**config.mk**
```make
export PLATFORM = sky130hd
export DESIGN_NAME = misc_periph
export DESIGN_NICKNAME = d
export VERILOG_FILES = /design/src/logic/misc_pkg.sv /design/src/logic/misc_periph.sv /design/src/logic/reload_fsm.sv /design/src/logic/fsel_timer.sv /design/src/logic/genio_bank.sv /design/src/logic/misc_regs.sv
export SDC_FILE = /design/constraint.sdc
export NUM_CORES = 1
export LEC_CHECK = 0
export BUFFER_PORTS_ARGS = -buffer_cell sky130_fd_sc_hd__buf_4
export CORE_MARGIN = 1
export CORE_UTILIZATION = 50
export DETAILED_ROUTE_END_ITERATION = 6
export GPL_TIMING_DRIVEN = 0
export PLACE_DENSITY = 0.8
export SYNTH_ARGS = -nofsm -noshare
export SYNTH_HDL_FRONTEND = slang
export SYNTH_SLANG_ARGS = --single-unit
```
**constraint.sdc**
```tcl
create_clock -name clk48m -period 1.7 [get_ports clk48m]
set_input_delay 0.34 -clock clk48m [delete_from_list [all_inputs] [get_ports clk48m]]
set_output_delay 0.34 -clock clk48m [all_outputs]
set_load 0.01 [all_outputs]
```
**src/logic/misc_pkg.sv**
```systemverilog
// misc peripheral definitions
package misc_pkg;

	// ------------------------------------------------------------------
	// widths
	// ------------------------------------------------------------------

	localparam int DATA_W = 32;
	localparam int REG_IDX_W = 5;
	localparam int GENIO_W = 30;
	localparam int LED_REG_W = 16;
	localparam int LED_PIN_W = 9;
	localparam int BTN_W = 8;

	// ------------------------------------------------------------------
	// register map
	// ------------------------------------------------------------------

	// word index on the bus, gaps read as zero
	typedef enum logic [REG_IDX_W-1:0] {
		REG_LED       = 5'd0,
		REG_BTN       = 5'd1,
		REG_SOC_VER   = 5'd2,
		REG_FLASH_SEL = 5'd13,
		REG_GENIO_IN  = 5'd17,
		REG_GENIO_OUT = 5'd18,
		REG_GENIO_OE  = 5'd19,
		REG_GENIO_W2S = 5'd20,
		REG_GENIO_W2C = 5'd21
	} misc_reg_e;

	// hardware builds report zero here
	localparam logic [DATA_W-1:0] SOC_VERSION = 32'h0000_0000;

	// ------------------------------------------------------------------
	// flash select and reload
	// ------------------------------------------------------------------

	// key sits in the upper bits of the flash-select write
	localparam int KEY_LSB = 8;
	localparam logic [DATA_W-KEY_LSB-1:0] RELOAD_KEY = 24'hD0F1A5;

	localparam int FSEL_CNT_W = 3;
	localparam logic [FSEL_CNT_W-1:0] FSEL_DELAY = 3'd7;
	// mux clock is high while the count is inside this window
	localparam logic [FSEL_CNT_W-1:0] FSEL_CLK_HI = 3'd5;
	localparam logic [FSEL_CNT_W-1:0] FSEL_CLK_LO = 3'd3;

	typedef enum logic [1:0] {
		ST_IDLE,
		ST_SETTLE,
		ST_RELOAD
	} reload_state_e;

endpackage
```
**src/logic/misc_periph.sv**
```systemverilog
// misc peripheral top
module misc_periph (
	input  logic                            clk48m,
	input  logic                            rst,
	input  logic                            wr_stb_i,
	input  logic                            rd_stb_i,
	input  misc_pkg::misc_reg_e             addr_i,
	input  logic [misc_pkg::DATA_W-1:0]     wdata_i,
	output logic [misc_pkg::DATA_W-1:0]     rdata_o,
	output logic                            rd_valid_o,
	input  logic [misc_pkg::BTN_W-1:0]      btn_i,
	input  logic [misc_pkg::GENIO_W-1:0]    genio_in_i,
	output logic [misc_pkg::LED_PIN_W-1:0]  led_o,
	output logic                            trace_en_o,
	output logic [misc_pkg::GENIO_W-1:0]    genio_out_o,
	output logic [misc_pkg::GENIO_W-1:0]    genio_oe_o,
	output logic                            fsel_d_o,
	output logic                            fsel_c_o,
	output logic                            programn_o
);
	import misc_pkg::*;

	logic genio_wr;
	misc_reg_e genio_op;
	logic [GENIO_W-1:0] genio_wdata;
	logic sel_stb;
	logic reload_req;
	logic timer_start;
	logic expire;

	misc_regs i_regs (
		.clk48m        (clk48m),
		.rst           (rst),
		.wr_stb_i      (wr_stb_i),
		.rd_stb_i      (rd_stb_i),
		.addr_i        (addr_i),
		.wdata_i       (wdata_i),
		.btn_i         (btn_i),
		.genio_in_i    (genio_in_i),
		.genio_out_i   (genio_out_o),
		.genio_oe_i    (genio_oe_o),
		.rdata_o       (rdata_o),
		.rd_valid_o    (rd_valid_o),
		.led_o         (led_o),
		.trace_en_o    (trace_en_o),
		.fsel_d_o      (fsel_d_o),
		.sel_stb_o     (sel_stb),
		.reload_req_o  (reload_req),
		.genio_wr_o    (genio_wr),
		.genio_op_o    (genio_op),
		.genio_wdata_o (genio_wdata)
	);

	genio_bank i_genio (
		.clk48m        (clk48m),
		.rst           (rst),
		.genio_wr_i    (genio_wr),
		.genio_op_i    (genio_op),
		.genio_wdata_i (genio_wdata),
		.genio_out_o   (genio_out_o),
		.genio_oe_o    (genio_oe_o)
	);

	// flash mux clock comes straight from the timer window
	fsel_timer i_timer (
		.clk48m   (clk48m),
		.rst      (rst),
		.start_i  (timer_start),
		.fsel_c_o (fsel_c_o),
		.expire_o (expire)
	);

	reload_fsm i_fsm (
		.clk48m        (clk48m),
		.rst           (rst),
		.sel_stb_i     (sel_stb),
		.reload_req_i  (reload_req),
		.expire_i      (expire),
		.timer_start_o (timer_start),
		.programn_o    (programn_o)
	);

endmodule

```
**src/logic/reload_fsm.sv**
```systemverilog
// flash select and reload sequencer
module reload_fsm (
	input  logic clk48m,
	input  logic rst,
	input  logic sel_stb_i,
	input  logic reload_req_i,
	input  logic expire_i,
	output logic timer_start_o,
	output logic programn_o
);
	import misc_pkg::*;

	reload_state_e state;
	logic req_q;

	// ------------------------------------------------------------------
	// state register
	// ------------------------------------------------------------------

	always_ff @(posedge clk48m) begin
		if (rst) begin
			state <= ST_IDLE;
			req_q <= 1'b0;
		end else begin
			case (state)
				ST_IDLE: begin
					if (sel_stb_i) begin
						state <= ST_SETTLE;
						req_q <= reload_req_i;
					end
				end
				ST_SETTLE: begin
					if (sel_stb_i) begin
						// restart the delay, keep any earlier key
						req_q <= req_q | reload_req_i;
					end else if (expire_i) begin
						state <= req_q ? ST_RELOAD : ST_IDLE;
					end
				end
				// reload never leaves, only reset clears it
				ST_RELOAD: ;
				default: begin
					state <= ST_IDLE;
					req_q <= 1'b0;
				end
			endcase
		end
	end

	// ------------------------------------------------------------------
	// outputs
	// ------------------------------------------------------------------

	assign timer_start_o = sel_stb_i && (state != ST_RELOAD);
	assign programn_o = (state != ST_RELOAD);

	a_reload_sticky: assert property (@(posedge clk48m) disable iff (rst)
		!programn_o |=> !programn_o)
		else $error("programn released without reset");

endmodule

```
**src/logic/fsel_timer.sv**
```systemverilog
// flash select settling timer
module fsel_timer (
	input  logic clk48m,
	input  logic rst,
	input  logic start_i,
	output logic fsel_c_o,
	output logic expire_o
);
	import misc_pkg::*;

	logic [FSEL_CNT_W-1:0] count;

	// ------------------------------------------------------------------
	// countdown
	// ------------------------------------------------------------------

	// a new start always reloads, even mid count
	always_ff @(posedge clk48m) begin
		if (rst) begin
			count <= '0;
		end else if (start_i) begin
			count <= FSEL_DELAY;
		end else if (count != '0) begin
			count <= count - 1'b1;
		end
	end

	// mux clock window in the middle of the delay
	assign fsel_c_o = (count <= FSEL_CLK_HI) && (count >= FSEL_CLK_LO);

	// last count before idle
	assign expire_o = (count == FSEL_CNT_W'(1));

	// a restart never lands on the expiry count
	a_start_not_expire: assert property (@(posedge clk48m) disable iff (rst)
		!(start_i && expire_o))
		else $error("timer start in the expiry cycle");

endmodule

```
**src/logic/genio_bank.sv**
```systemverilog
// general I/O register bank
module genio_bank (
	input  logic                          clk48m,
	input  logic                          rst,
	input  logic                          genio_wr_i,
	input  misc_pkg::misc_reg_e           genio_op_i,
	input  logic [misc_pkg::GENIO_W-1:0]  genio_wdata_i,
	output logic [misc_pkg::GENIO_W-1:0]  genio_out_o,
	output logic [misc_pkg::GENIO_W-1:0]  genio_oe_o
);
	import misc_pkg::*;

	// ------------------------------------------------------------------
	// output and enable registers
	// ------------------------------------------------------------------

	// all pins start as inputs driving low
	always_ff @(posedge clk48m) begin
		if (rst) begin
			genio_out_o <= '0;
			genio_oe_o <= '0;
		end else if (genio_wr_i) begin
			case (genio_op_i)
				REG_GENIO_OUT: begin
					genio_out_o <= genio_wdata_i;
				end
				REG_GENIO_OE: begin
					genio_oe_o <= genio_wdata_i;
				end
				// set and clear only touch bits written as one
				REG_GENIO_W2S: begin
					genio_out_o <= genio_out_o | genio_wdata_i;
				end
				REG_GENIO_W2C: begin
					genio_out_o <= genio_out_o & ~genio_wdata_i;
				end
				default: ;
			endcase
		end
	end

	// decode in the register block only forwards the four bank ops
	a_valid_op: assert property (@(posedge clk48m) disable iff (rst)
		genio_wr_i |-> (genio_op_i inside
			{REG_GENIO_OUT, REG_GENIO_OE, REG_GENIO_W2S, REG_GENIO_W2C}))
		else $error("general I/O write with op %0d", genio_op_i);

endmodule

```
**src/logic/misc_regs.sv**
```systemverilog
// misc register block
module misc_regs (
	input  logic                            clk48m,
	input  logic                            rst,
	input  logic                            wr_stb_i,
	input  logic                            rd_stb_i,
	input  misc_pkg::misc_reg_e             addr_i,
	input  logic [misc_pkg::DATA_W-1:0]     wdata_i,
	input  logic [misc_pkg::BTN_W-1:0]      btn_i,
	input  logic [misc_pkg::GENIO_W-1:0]    genio_in_i,
	input  logic [misc_pkg::GENIO_W-1:0]    genio_out_i,
	input  logic [misc_pkg::GENIO_W-1:0]    genio_oe_i,
	output logic [misc_pkg::DATA_W-1:0]     rdata_o,
	output logic                            rd_valid_o,
	output logic [misc_pkg::LED_PIN_W-1:0]  led_o,
	output logic                            trace_en_o,
	output logic                            fsel_d_o,
	output logic                            sel_stb_o,
	output logic                            reload_req_o,
	output logic                            genio_wr_o,
	output misc_pkg::misc_reg_e             genio_op_o,
	output logic [misc_pkg::GENIO_W-1:0]    genio_wdata_o
);
	import misc_pkg::*;

	logic [LED_REG_W-1:0] led_reg;
	logic [DATA_W-1:0] rd_mux;
	logic key_match;
	logic fsel_wr;

	// ------------------------------------------------------------------
	// write decode
	// ------------------------------------------------------------------

	assign fsel_wr = wr_stb_i && (addr_i == REG_FLASH_SEL);
	assign key_match = (wdata_i[DATA_W-1:KEY_LSB] == RELOAD_KEY);

	// general I/O writes go straight to the bank, it registers them
	assign genio_wr_o = wr_stb_i &&
		(addr_i inside {REG_GENIO_OUT, REG_GENIO_OE, REG_GENIO_W2S, REG_GENIO_W2C});
	assign genio_op_o = addr_i;
	assign genio_wdata_o = wdata_i[GENIO_W-1:0];

	always_ff @(posedge clk48m) begin
		if (rst) begin
			led_reg <= '0;
			trace_en_o <= 1'b0;
			fsel_d_o <= 1'b0;
			sel_stb_o <= 1'b0;
			reload_req_o <= 1'b0;
		end else begin
			// select pulse and key flag live for one cycle only
			sel_stb_o <= fsel_wr;
			reload_req_o <= fsel_wr && key_match;
			if (wr_stb_i) begin
				case (addr_i)
					REG_LED: led_reg <= wdata_i[LED_REG_W-1:0];
					REG_SOC_VER: trace_en_o <= wdata_i[0];
					REG_FLASH_SEL: fsel_d_o <= wdata_i[0];
					default: ;
				endcase
			end
		end
	end

	// pins 8..6 come from register bits 10..8
	assign led_o = {led_reg[10:8], led_reg[5:0]};

	// ------------------------------------------------------------------
	// read path
	// ------------------------------------------------------------------

	always_comb begin
		case (addr_i)
			REG_LED: rd_mux = {{(DATA_W-LED_REG_W){1'b0}}, led_reg};
			// buttons are active low on the board
			REG_BTN: rd_mux = {{(DATA_W-BTN_W){1'b0}}, ~btn_i};
			REG_SOC_VER: rd_mux = SOC_VERSION;
			REG_FLASH_SEL: rd_mux = {{(DATA_W-1){1'b0}}, fsel_d_o};
			REG_GENIO_IN: rd_mux = {{(DATA_W-GENIO_W){1'b0}}, genio_in_i};
			REG_GENIO_OUT: rd_mux = {{(DATA_W-GENIO_W){1'b0}}, genio_out_i};
			REG_GENIO_OE: rd_mux = {{(DATA_W-GENIO_W){1'b0}}, genio_oe_i};
			default: rd_mux = '0;
		endcase
	end

	always_ff @(posedge clk48m) begin
		if (rst) begin
			rd_valid_o <= 1'b0;
		end else begin
			rd_valid_o <= rd_stb_i;
		end
	end

	always_ff @(posedge clk48m) begin
		if (rd_stb_i) begin
			rdata_o <= rd_mux;
		end
	end

	// master issues at most one strobe per cycle
	a_one_strobe: assert property (@(posedge clk48m) disable iff (rst)
		!(wr_stb_i && rd_stb_i))
		else $error("read and write strobe in the same cycle");

endmodule

```
# Word level (Yosys, flattened, before mapping)
# Index checks and enable logic that the tools add are counted.
[op_classes] add_sub_neg=1 n_lt_le_gt_ge=2 n_eq_ne=17 n_mux=12 n_bitwise=6 reduce_logical=18
[op_table] cell="30-bit one-hot mux with 6 select lines" n=1
[op_table] cell="30-bit one-hot mux with 3 select lines" n=1
[op_table] cell="30-bit bitwise AND" n=1
[op_table] cell="30-bit NOT" n=1
[op_table] cell="30-bit OR" n=1
[op_table] cell="5-bit == test (second input constant)" n=5
[op_table] cell="24-bit == test (second input constant)" n=1
[op_table] cell="2-bit inequality test (second input constant)" n=5
[op_table] cell="2-bit AND reduction" n=5
[op_table] cell="2-bit two-way mux" n=4
[op_table] cell="8-bit NOT" n=1
[op_table] cell="3-bit two-way mux" n=2
[op_table] cell="2-bit one-hot mux with 3 select lines" n=1
[op_table] cell="3-bit nonzero test" n=2
[op_table] cell="5-bit by 1-bit == test with 1-bit output (second input constant)" n=1
[op_table] cell="5-bit by 2-bit == test with 1-bit output (second input constant)" n=1
[op_table] cell="5-bit by 4-bit == test with 1-bit output (second input constant)" n=1
[op_table] cell="1-bit logical AND" n=5
[op_table] cell="5-bit zero test" n=1
[op_table] cell="4-bit AND reduction" n=1
[op_table] cell="4-bit nonzero test" n=1
[op_table] cell="3-bit by 1-bit == test with 1-bit output (second input constant)" n=1
[op_table] cell="3-bit by 2-bit >= comparator with 1-bit output (second input constant)" n=1
[op_table] cell="3-bit less-or-equal comparator (second input constant)" n=1
[op_table] cell="10 further kinds" n=11
[totals] reg_bits=119 word_cells=68

# Logic depth before layout (Yosys ltp)
# Gate-level depths: netlist of run 1.
[depth] ltp_word=4 mapped_depth=7 ltp_nobuf=6

# By module
# From an unflattened synthesis of run 1, not the netlist that was laid out.
[unflattened] hier_cells=614 hier_area_um2=6258.5
[by_module_without_submodules] module="misc_regs" n_inst=1 cells_per_inst=288 area_each_um2=3106.7 seq_area_each_um2=1321.3
[by_module_without_submodules] module="genio_bank" n_inst=1 cells_per_inst=287 area_each_um2=2793.9 seq_area_each_um2=1201.2
[by_module_without_submodules] module="fsel_timer" n_inst=1 cells_per_inst=23 area_each_um2=220.2 seq_area_each_um2=60.1
[by_module_without_submodules] module="reload_fsm" n_inst=1 cells_per_inst=16 area_each_um2=137.6 seq_area_each_um2=60.1

# Least setup slack after synthesis of run 1
# OpenSTA, ideal clock, no wires.
[synth_path] path_type="input to register" start="input addr_i[1]" end="register i_regs.rdata_o[11] in the netlist's numbering, data pin" setup_time_ns=0.145 t_arrival_ns=1.396 path_slack_ns=0.159 stages=6 path_cell_list="buf_6 > or4_4 > buf_6 > nor2_8 > a22oi_2 > o21ai_1"
[synth_between] elab_chain_len=2 word_cells_on_any_way=7 cone_classes="5 x eq/ne; 1 x mux; 1 x reduce/logical"
[synth_rtl] item="start: declaration" line_no="misc_periph.sv:7" text="input misc_pkg::misc_reg_e addr_i,"
[synth_rtl] item="5-bit == test (tied with other cells)" line_no="misc_regs.sv:74" text="case (addr_i)"
[synth_rtl] item="30-bit one-hot mux with 6 select lines *" line_no="misc_regs.sv:74"
[synth_rtl] item="net i_regs.rd_mux[11]" line_no="misc_regs.sv:27" text="logic [DATA_W-1:0] rd_mux;"
[synth_rtl] item="end signal: assignment" line_no="misc_regs.sv:97" text="rdata_o <= rd_mux;"
[synth_rtl] item="end: declaration" line_no="misc_regs.sv:13" text="output logic [misc_pkg::DATA_W-1:0] rdata_o,"
# Mark *: on every way through the listed nets, which the timed path passes. The rest lies on a longest branch.
# A chain may end at the register's enable or synchronous reset.

# Worst setup path after layout of run 1
[layout_path] start="register i_timer.count[1]" end="output fsel_c_o"
[layout_between] elab_chain_len=2 word_cells_on_any_way=3 cone_classes="2 x order compare; 1 x reduce/logical"
[layout_rtl] item="start: declaration" line_no="fsel_timer.sv:11" text="logic [FSEL_CNT_W-1:0] count;"
[layout_rtl] item="start signal: assignment" line_no="fsel_timer.sv:24" text="count <= count - 1'b1;"
[layout_rtl] item="3-bit less-or-equal comparator or 3-bit by 2-bit >= comparator with 1-bit output (tied branches)" line_no="fsel_timer.sv:29" text="assign fsel_c_o = (count <= FSEL_CLK_HI) && (count >= FSEL_CLK_LO);"
[layout_rtl] item="1-bit logical AND *" line_no="fsel_timer.sv:29"
[layout_rtl] item="end: declaration" line_no="misc_periph.sv:18" text="output logic fsel_c_o,"
# Every way passes the cells marked *; elsewhere a longest branch is shown, timed or not.

==> flow_summary.ini, run 1 <==
[worst_setup_path]
r2r_start = i_timer.count[0]
cp-start-kind = flip-flop
critPathMaxFanout = 4
endpoint_kind = primary output
crit_path_start = i_timer.count[1]
crit_required_ns = 1.36
crit_type = flip-flop to primary output
crit_arrival_ns = 1.42

[logic_synthesis]
synth_cell_types = 45
synth.most_common_cell = nand2_1
synthTopCellsByArea = dfxtp_1 (34%), edfxtp_1 (18%), nand2_1 (11%)
syn_inst = 542
synth_edf_count = 30
async_flop_share = 0
syn_area_um2 = 5146
synth-main-ff-cell = dfxtp_1
yosysSeqAreaShare = 0.5135
ys_seq_elements = 117
yosys_warnings = 0
avgSynthCellArea_um2 = 9.495
synth_common_cells = nand2_1 (156), dfxtp_1 (87), a21oi_1 (54), mux2i_1 (32)
yosys.area.top_type = dfxtp_1
synth_top_area_frac = 0.3384

[run_status]
run_status = finished, violations left
violations = negative setup slack

[clocking]
clk_latency_ns = 0.52
cts_sinks = 117
htreeDepth = 4
cts_made_buffers = 17
cts_tree = built
clock-root-buffer = clkbuf_8
cts_buffer_depth = 2
clk_pin_slew_ns = 0.06

[floorplanning]
num_rows = 36
num_io_pins = 185
core_um2 = 9864
die_w_um = 103.5
die_area_um2 = 10700
initial_core_util = 0.5217
die_y_um = 103.5

[worst_hold_path]
hp-class = input port to flip-flop
hp-start = wdata_i[2]

[placement]
place.port_buffers = 180
dp.final_hpwl_mm = 11.42
routabilityCongestion = 0.8551
numPlacedInstances = 856

[global_route]
grt_pass1_wl_mm = 24.23
grt_pass1_vias = 4754
grt_util_all_layers = 0.3085
overflow = 0
antenna_found_initial = 0
grt_max_degree = 32

[detailed_routing]
wl_per_cell_um = 18.27
ant_nets = 0
drc = 0
via_per_inst = 5.731
wl_mm = 16.28
drt_iter0_markers = 308
vias = 5106
dr.pass1.iters = 5

[finish]
reg_top3 = i_genio.genio_oe_o: 30 flops, i_genio.genio_out_o: 30 flops, i_regs.rdata_o: 30 flops
drive_above_1_share = 0.3536
area_delta_synth_final_pct = 41.92
utilization = 0.7404
layout.cells.non_filler = 891
diodes = 0
nets = 828

[sta]
slew_violations = 0
setup_viol = 1
setup_ws_ns = -0.05994
post-route-period-util = 1.035
worstMarginPinSlew_ns = 0.7693
rsz0062_at_grt = yes
max_freq_ghz = 0.5682
skew_ns = 0.004131
slew_headroom = 0.4871
hold_violations = 0
hold_ws_ns = 0.06168
period_needed_ns = 1.760

[power_and_ir_drop]
peakVddDrop_mv = 0.7896
p_per_area_nw_per_um2 = 1010
power.leakage_nw = 3.016

[run]
max_cap_viol_count = 0
==> critical path: stages, from the launching register on <==
cell and delay [ns]:
dfxtp_4 0.36, buf_4 0.13, a211oi_2 0.21, a21oi_1 0.06, buf_4 0.15
==> path summary, 6_finish.rpt <==
| check | cells after the start | to | slack [ns] |
|---|---|---|---|
| setup / recovery | 4 | fsel_c_o | -0.06 |
| hold / removal | 2 | i_genio.genio_out_o[2] | 0.06 |
| setup reg to reg | 6 | i_timer.count[1] | 0.54 |
| hold reg to reg | 2 | i_regs.led_reg[6] | 0.46 |
==> layout make-up <==
type / instances / area (um^2)
flip-flops and latches: 117 / 2650
fillers: 732 / 2561
multi-input cells: 374 / 2238
repair buffers: 183 / 1374
clock buffers: 19 / 421.7
plain buffers: 50 / 285.3
well taps: 133 / 166.4
clock inverters: 13 / 157.7
inverters: 2 / 10.01
==> cell usage in the layout (no fill, tap or decap), types with 8 or more instances in the layout <==
master	n
buf_4	197
nand2_1	156
dfxtp_1	85
a21oi_1	53
mux2i_1	32
a32o_1	30
edfxtp_1	30
o21ai_0	25
buf_2	18
clkbuf_16	16
clkbuf_1	15
nor2_1	8
a22oi_2	8
==> per-stage QoR <==
step / setup TNS (ns) / setup WS (ns) / area (um^2) / total power (W)
global placement: -3.318 / -0.1428 / 6668 / 0.003798
detailed placement: -6.480 / -0.1765 / 6668 / 0.003835
CTS: -0.06108 / -0.06108 / 7293 / 0.007365
global route: -0.1055 / -0.1055 / 7303 / 0.007614
finish: -0.05994 / -0.05994 / 7303 / 0.007378
floorplan: 0 / 0.1594 / 5150 / 0.003432
==> power breakdown <==
group          leakage, nW  switching (W)  internal [W]
Clock                0.274        0.00127       0.00222
Combinational         1.73       0.000434      0.000428
Sequential            1.01      0.0000765       0.00295
==> cells by family after synthesis <==
kind of cell               Yosys count  share of synthesized area
and+or+nand+nor                    198                     0.1726
adders and majority gates            4                   0.009726
DFF                                117                     0.5135
other                                1                  0.0007287
AOI/OAI and AO/OA                  136                     0.1809
muxes                               32                    0.06224
buffers and inverters               52                    0.05689
xor gates and xnor gates             2                   0.003404
==> layer usage <==
layer  global-route usage  share of wire
met5                    0              0
met2               0.5145           0.50
met1               0.3892           0.39
met3              0.05175          0.078
met4               0.1506          0.031
==> what timing repair did <==
action / CTS / global route
buffers inserted: 2 / 1
resized for setup: 10 / 1
endpoints found under the setup margin: 1 / 1
pin swaps: 2 / 0
hold buffers: 0 / 0
gates cloned: 0 / 0
(Power assumes the default switching activity.)
==> inputs of run 2 (changes only) <==
--- a/config.mk
+++ b/config.mk
@@ -5,12 +5,13 @@
 export SDC_FILE = /design/constraint.sdc
 export NUM_CORES = 1
 export LEC_CHECK = 0
-export BUFFER_PORTS_ARGS = -buffer_cell sky130_fd_sc_hd__buf_4
+export CORE_ASPECT_RATIO = 2
 export CORE_MARGIN = 1
-export CORE_UTILIZATION = 50
+export CORE_UTILIZATION = 60
 export DETAILED_ROUTE_END_ITERATION = 6
+export DONT_BUFFER_PORTS = 1
 export GPL_TIMING_DRIVEN = 0
-export PLACE_DENSITY = 0.8
+export PLACE_DENSITY = 0.76
 export SYNTH_ARGS = -nofsm -noshare
 export SYNTH_HDL_FRONTEND = slang
 export SYNTH_SLANG_ARGS = --single-unit
==> flow_summary.ini, run 2 (synthesized netlist as in run 1, its figures left out) <==
[run]
max_cap_viol_count = 0

[clocking]
clk_latency_ns = 0.41
cts_buffer_depth = 2
cts_sinks = 117
clock-root-buffer = clkbuf_16
htreeDepth = 4
cts_setup_buffers = 0
cts_made_buffers = 17
clk_pin_slew_ns = 0.05
cts_tree = built

[worst_hold_path]
min_to = i_regs.rdata_o[1]
hp-class = input port to flip-flop
min_path_cells = 0
hp-start = rd_stb_i

[detailed_routing]
drc = 0
dr.pass1.iters = 5
wl_per_cell_um = 22.79
via_per_inst = 6.403
drt_iter0_markers = 286
wl_mm = 15.34
ant_nets = 0
vias = 4309

[finish]
final_common_cell = nand2_1
nets = 645
final_cell_area_um2 = 5816
layout.cells.non_filler = 673
diodes = 0
reg_top3 = i_genio.genio_oe_o: 30 flops, i_genio.genio_out_o: 30 flops, i_regs.rdata_o: 30 flops
mostFrequentLayoutCells = nand2_1 (156), dfxtp_1 (85), a21oi_1 (52)
area_delta_synth_final_pct = 13.01
drive_above_1_share = 0.1391
utilization = 0.7014

[worst_setup_path]
endpoint_kind = primary output
r2r_start = i_timer.count[0]
crit_arrival_ns = 1.27
timing.rr.end = i_timer.count[1]
crit_required_ns = 1.36
crit_type = flip-flop to primary output
worstRegToRegCells = 6
slowest_stage = dfxtp_2
worstPathCellList = ha_1 -> a211oi_2 -> a21oi_2
critical_path.max_stage_delay_ns = 0.34
rrSetupSlack_ns = 0.51
cp-start-kind = flip-flop
critPathMaxFanout = 5

[sta]
setup_ws_ns = 0.09020
slew_headroom = 0.4744
hold_violations = 0
post-route-period-util = 0.9469
period_needed_ns = 1.610
setup_viol = 0
max_freq_ghz = 0.6212
worstMarginPinSlew_ns = 0.7884
slew_violations = 0
skew_ns = 0.004991

[floorplanning]
num_rows = 47
die_y_um = 133.0
initial_core_util = 0.6206
die_w_um = 67.49
die_area_um2 = 8973
num_io_pins = 185
core_um2 = 8292

[global_route]
overflow = 0
grt_pass1_wl_mm = 22.69
grt_util_all_layers = 0.3520
grt_pass1_vias = 4388
antenna_found_initial = 0
grt_max_degree = 32

[placement]
dpl_cell_area_um2 = 5273
place.port_buffers = 0
dp_slack_ns = -0.2477
dp.final_hpwl_mm = 11.04
routabilityCongestion = 0.8248
numPlacedInstances = 641

[power_and_ir_drop]
power.leakage_nw = 2.072
peakVddDrop_mv = 0.9825
p_per_area_nw_per_um2 = 1161
power_w = 0.006752

[run_status]
run_status = finished clean
-- run 2: cell types whose count changed in the layout (fill, tap and decap cells not counted), sizes merged --
cell	before	now
buf	220	37
inv	3	2
bufinv	3	1
clkbuf	32	38
clkinvlp	4	0
clkinv	5	6
-- run 2: how the worst max path moves through the flow --
stage / start / to
floorplan: addr_i[1] / i_regs.rdata_o[11]
global placement: addr_i[2] / i_regs.rdata_o[1]
detailed placement: addr_i[2] / i_regs.rdata_o[1]
CTS: i_timer.count[0] / fsel_c_o
global route: i_timer.count[0] / fsel_c_o
finish: i_timer.count[0] / fsel_c_o
-- run 2: power breakdown --
group	switching, W	internal [W]
sequential	0.000102	0.00295
combinational	0.000295	0.000203
clock	0.00118	0.00203
total	0.00157	0.00518
-- run 2: per-stage QoR --
step	hold WS [ns]	TNS (ns)
floorplan	0.4195	0
global placement	0.4415	-4.224
detailed placement	0.4480	-5.782
CTS	0.03359	0
global route	0.03145	-0.01273
finish	0.04464	0
-- run 2: repair_timing --
action	4_1_cts	5_1_grt
endpoints found under the hold margin	0	0
cloned	0	0
hold buffers	0	0
gates resized for setup	2	5
endpoints found under the setup margin	1	1
-- run 2: per-layer routing --
layer  vias up  track usage  part of all wire
li1       1961            -                 -
met1      2072       0.3275              0.32
met2       228       0.6232              0.55
met3        48       0.1302             0.090
met4         0       0.1927             0.040
met5         -            0                 0
-- run 2: critical path, delay by kind of cell, from the launching register on --
family / cells / cell delay, ns
AOI/OAI and AO/OA: 2 / 0.31
DFF: 1 / 0.34
adders and majority gates: 1 / 0.21
-- run 2: area by class of cell --
class	count	area (um^2)
plain buffers	50	285.3
clock buffers	25	465.4
clock inverters	7	60.06
fillers	649	2476
inverters	2	7.507
multi-input cells	374	2230
flip-flops and latches	117	2645
well taps	98	122.6
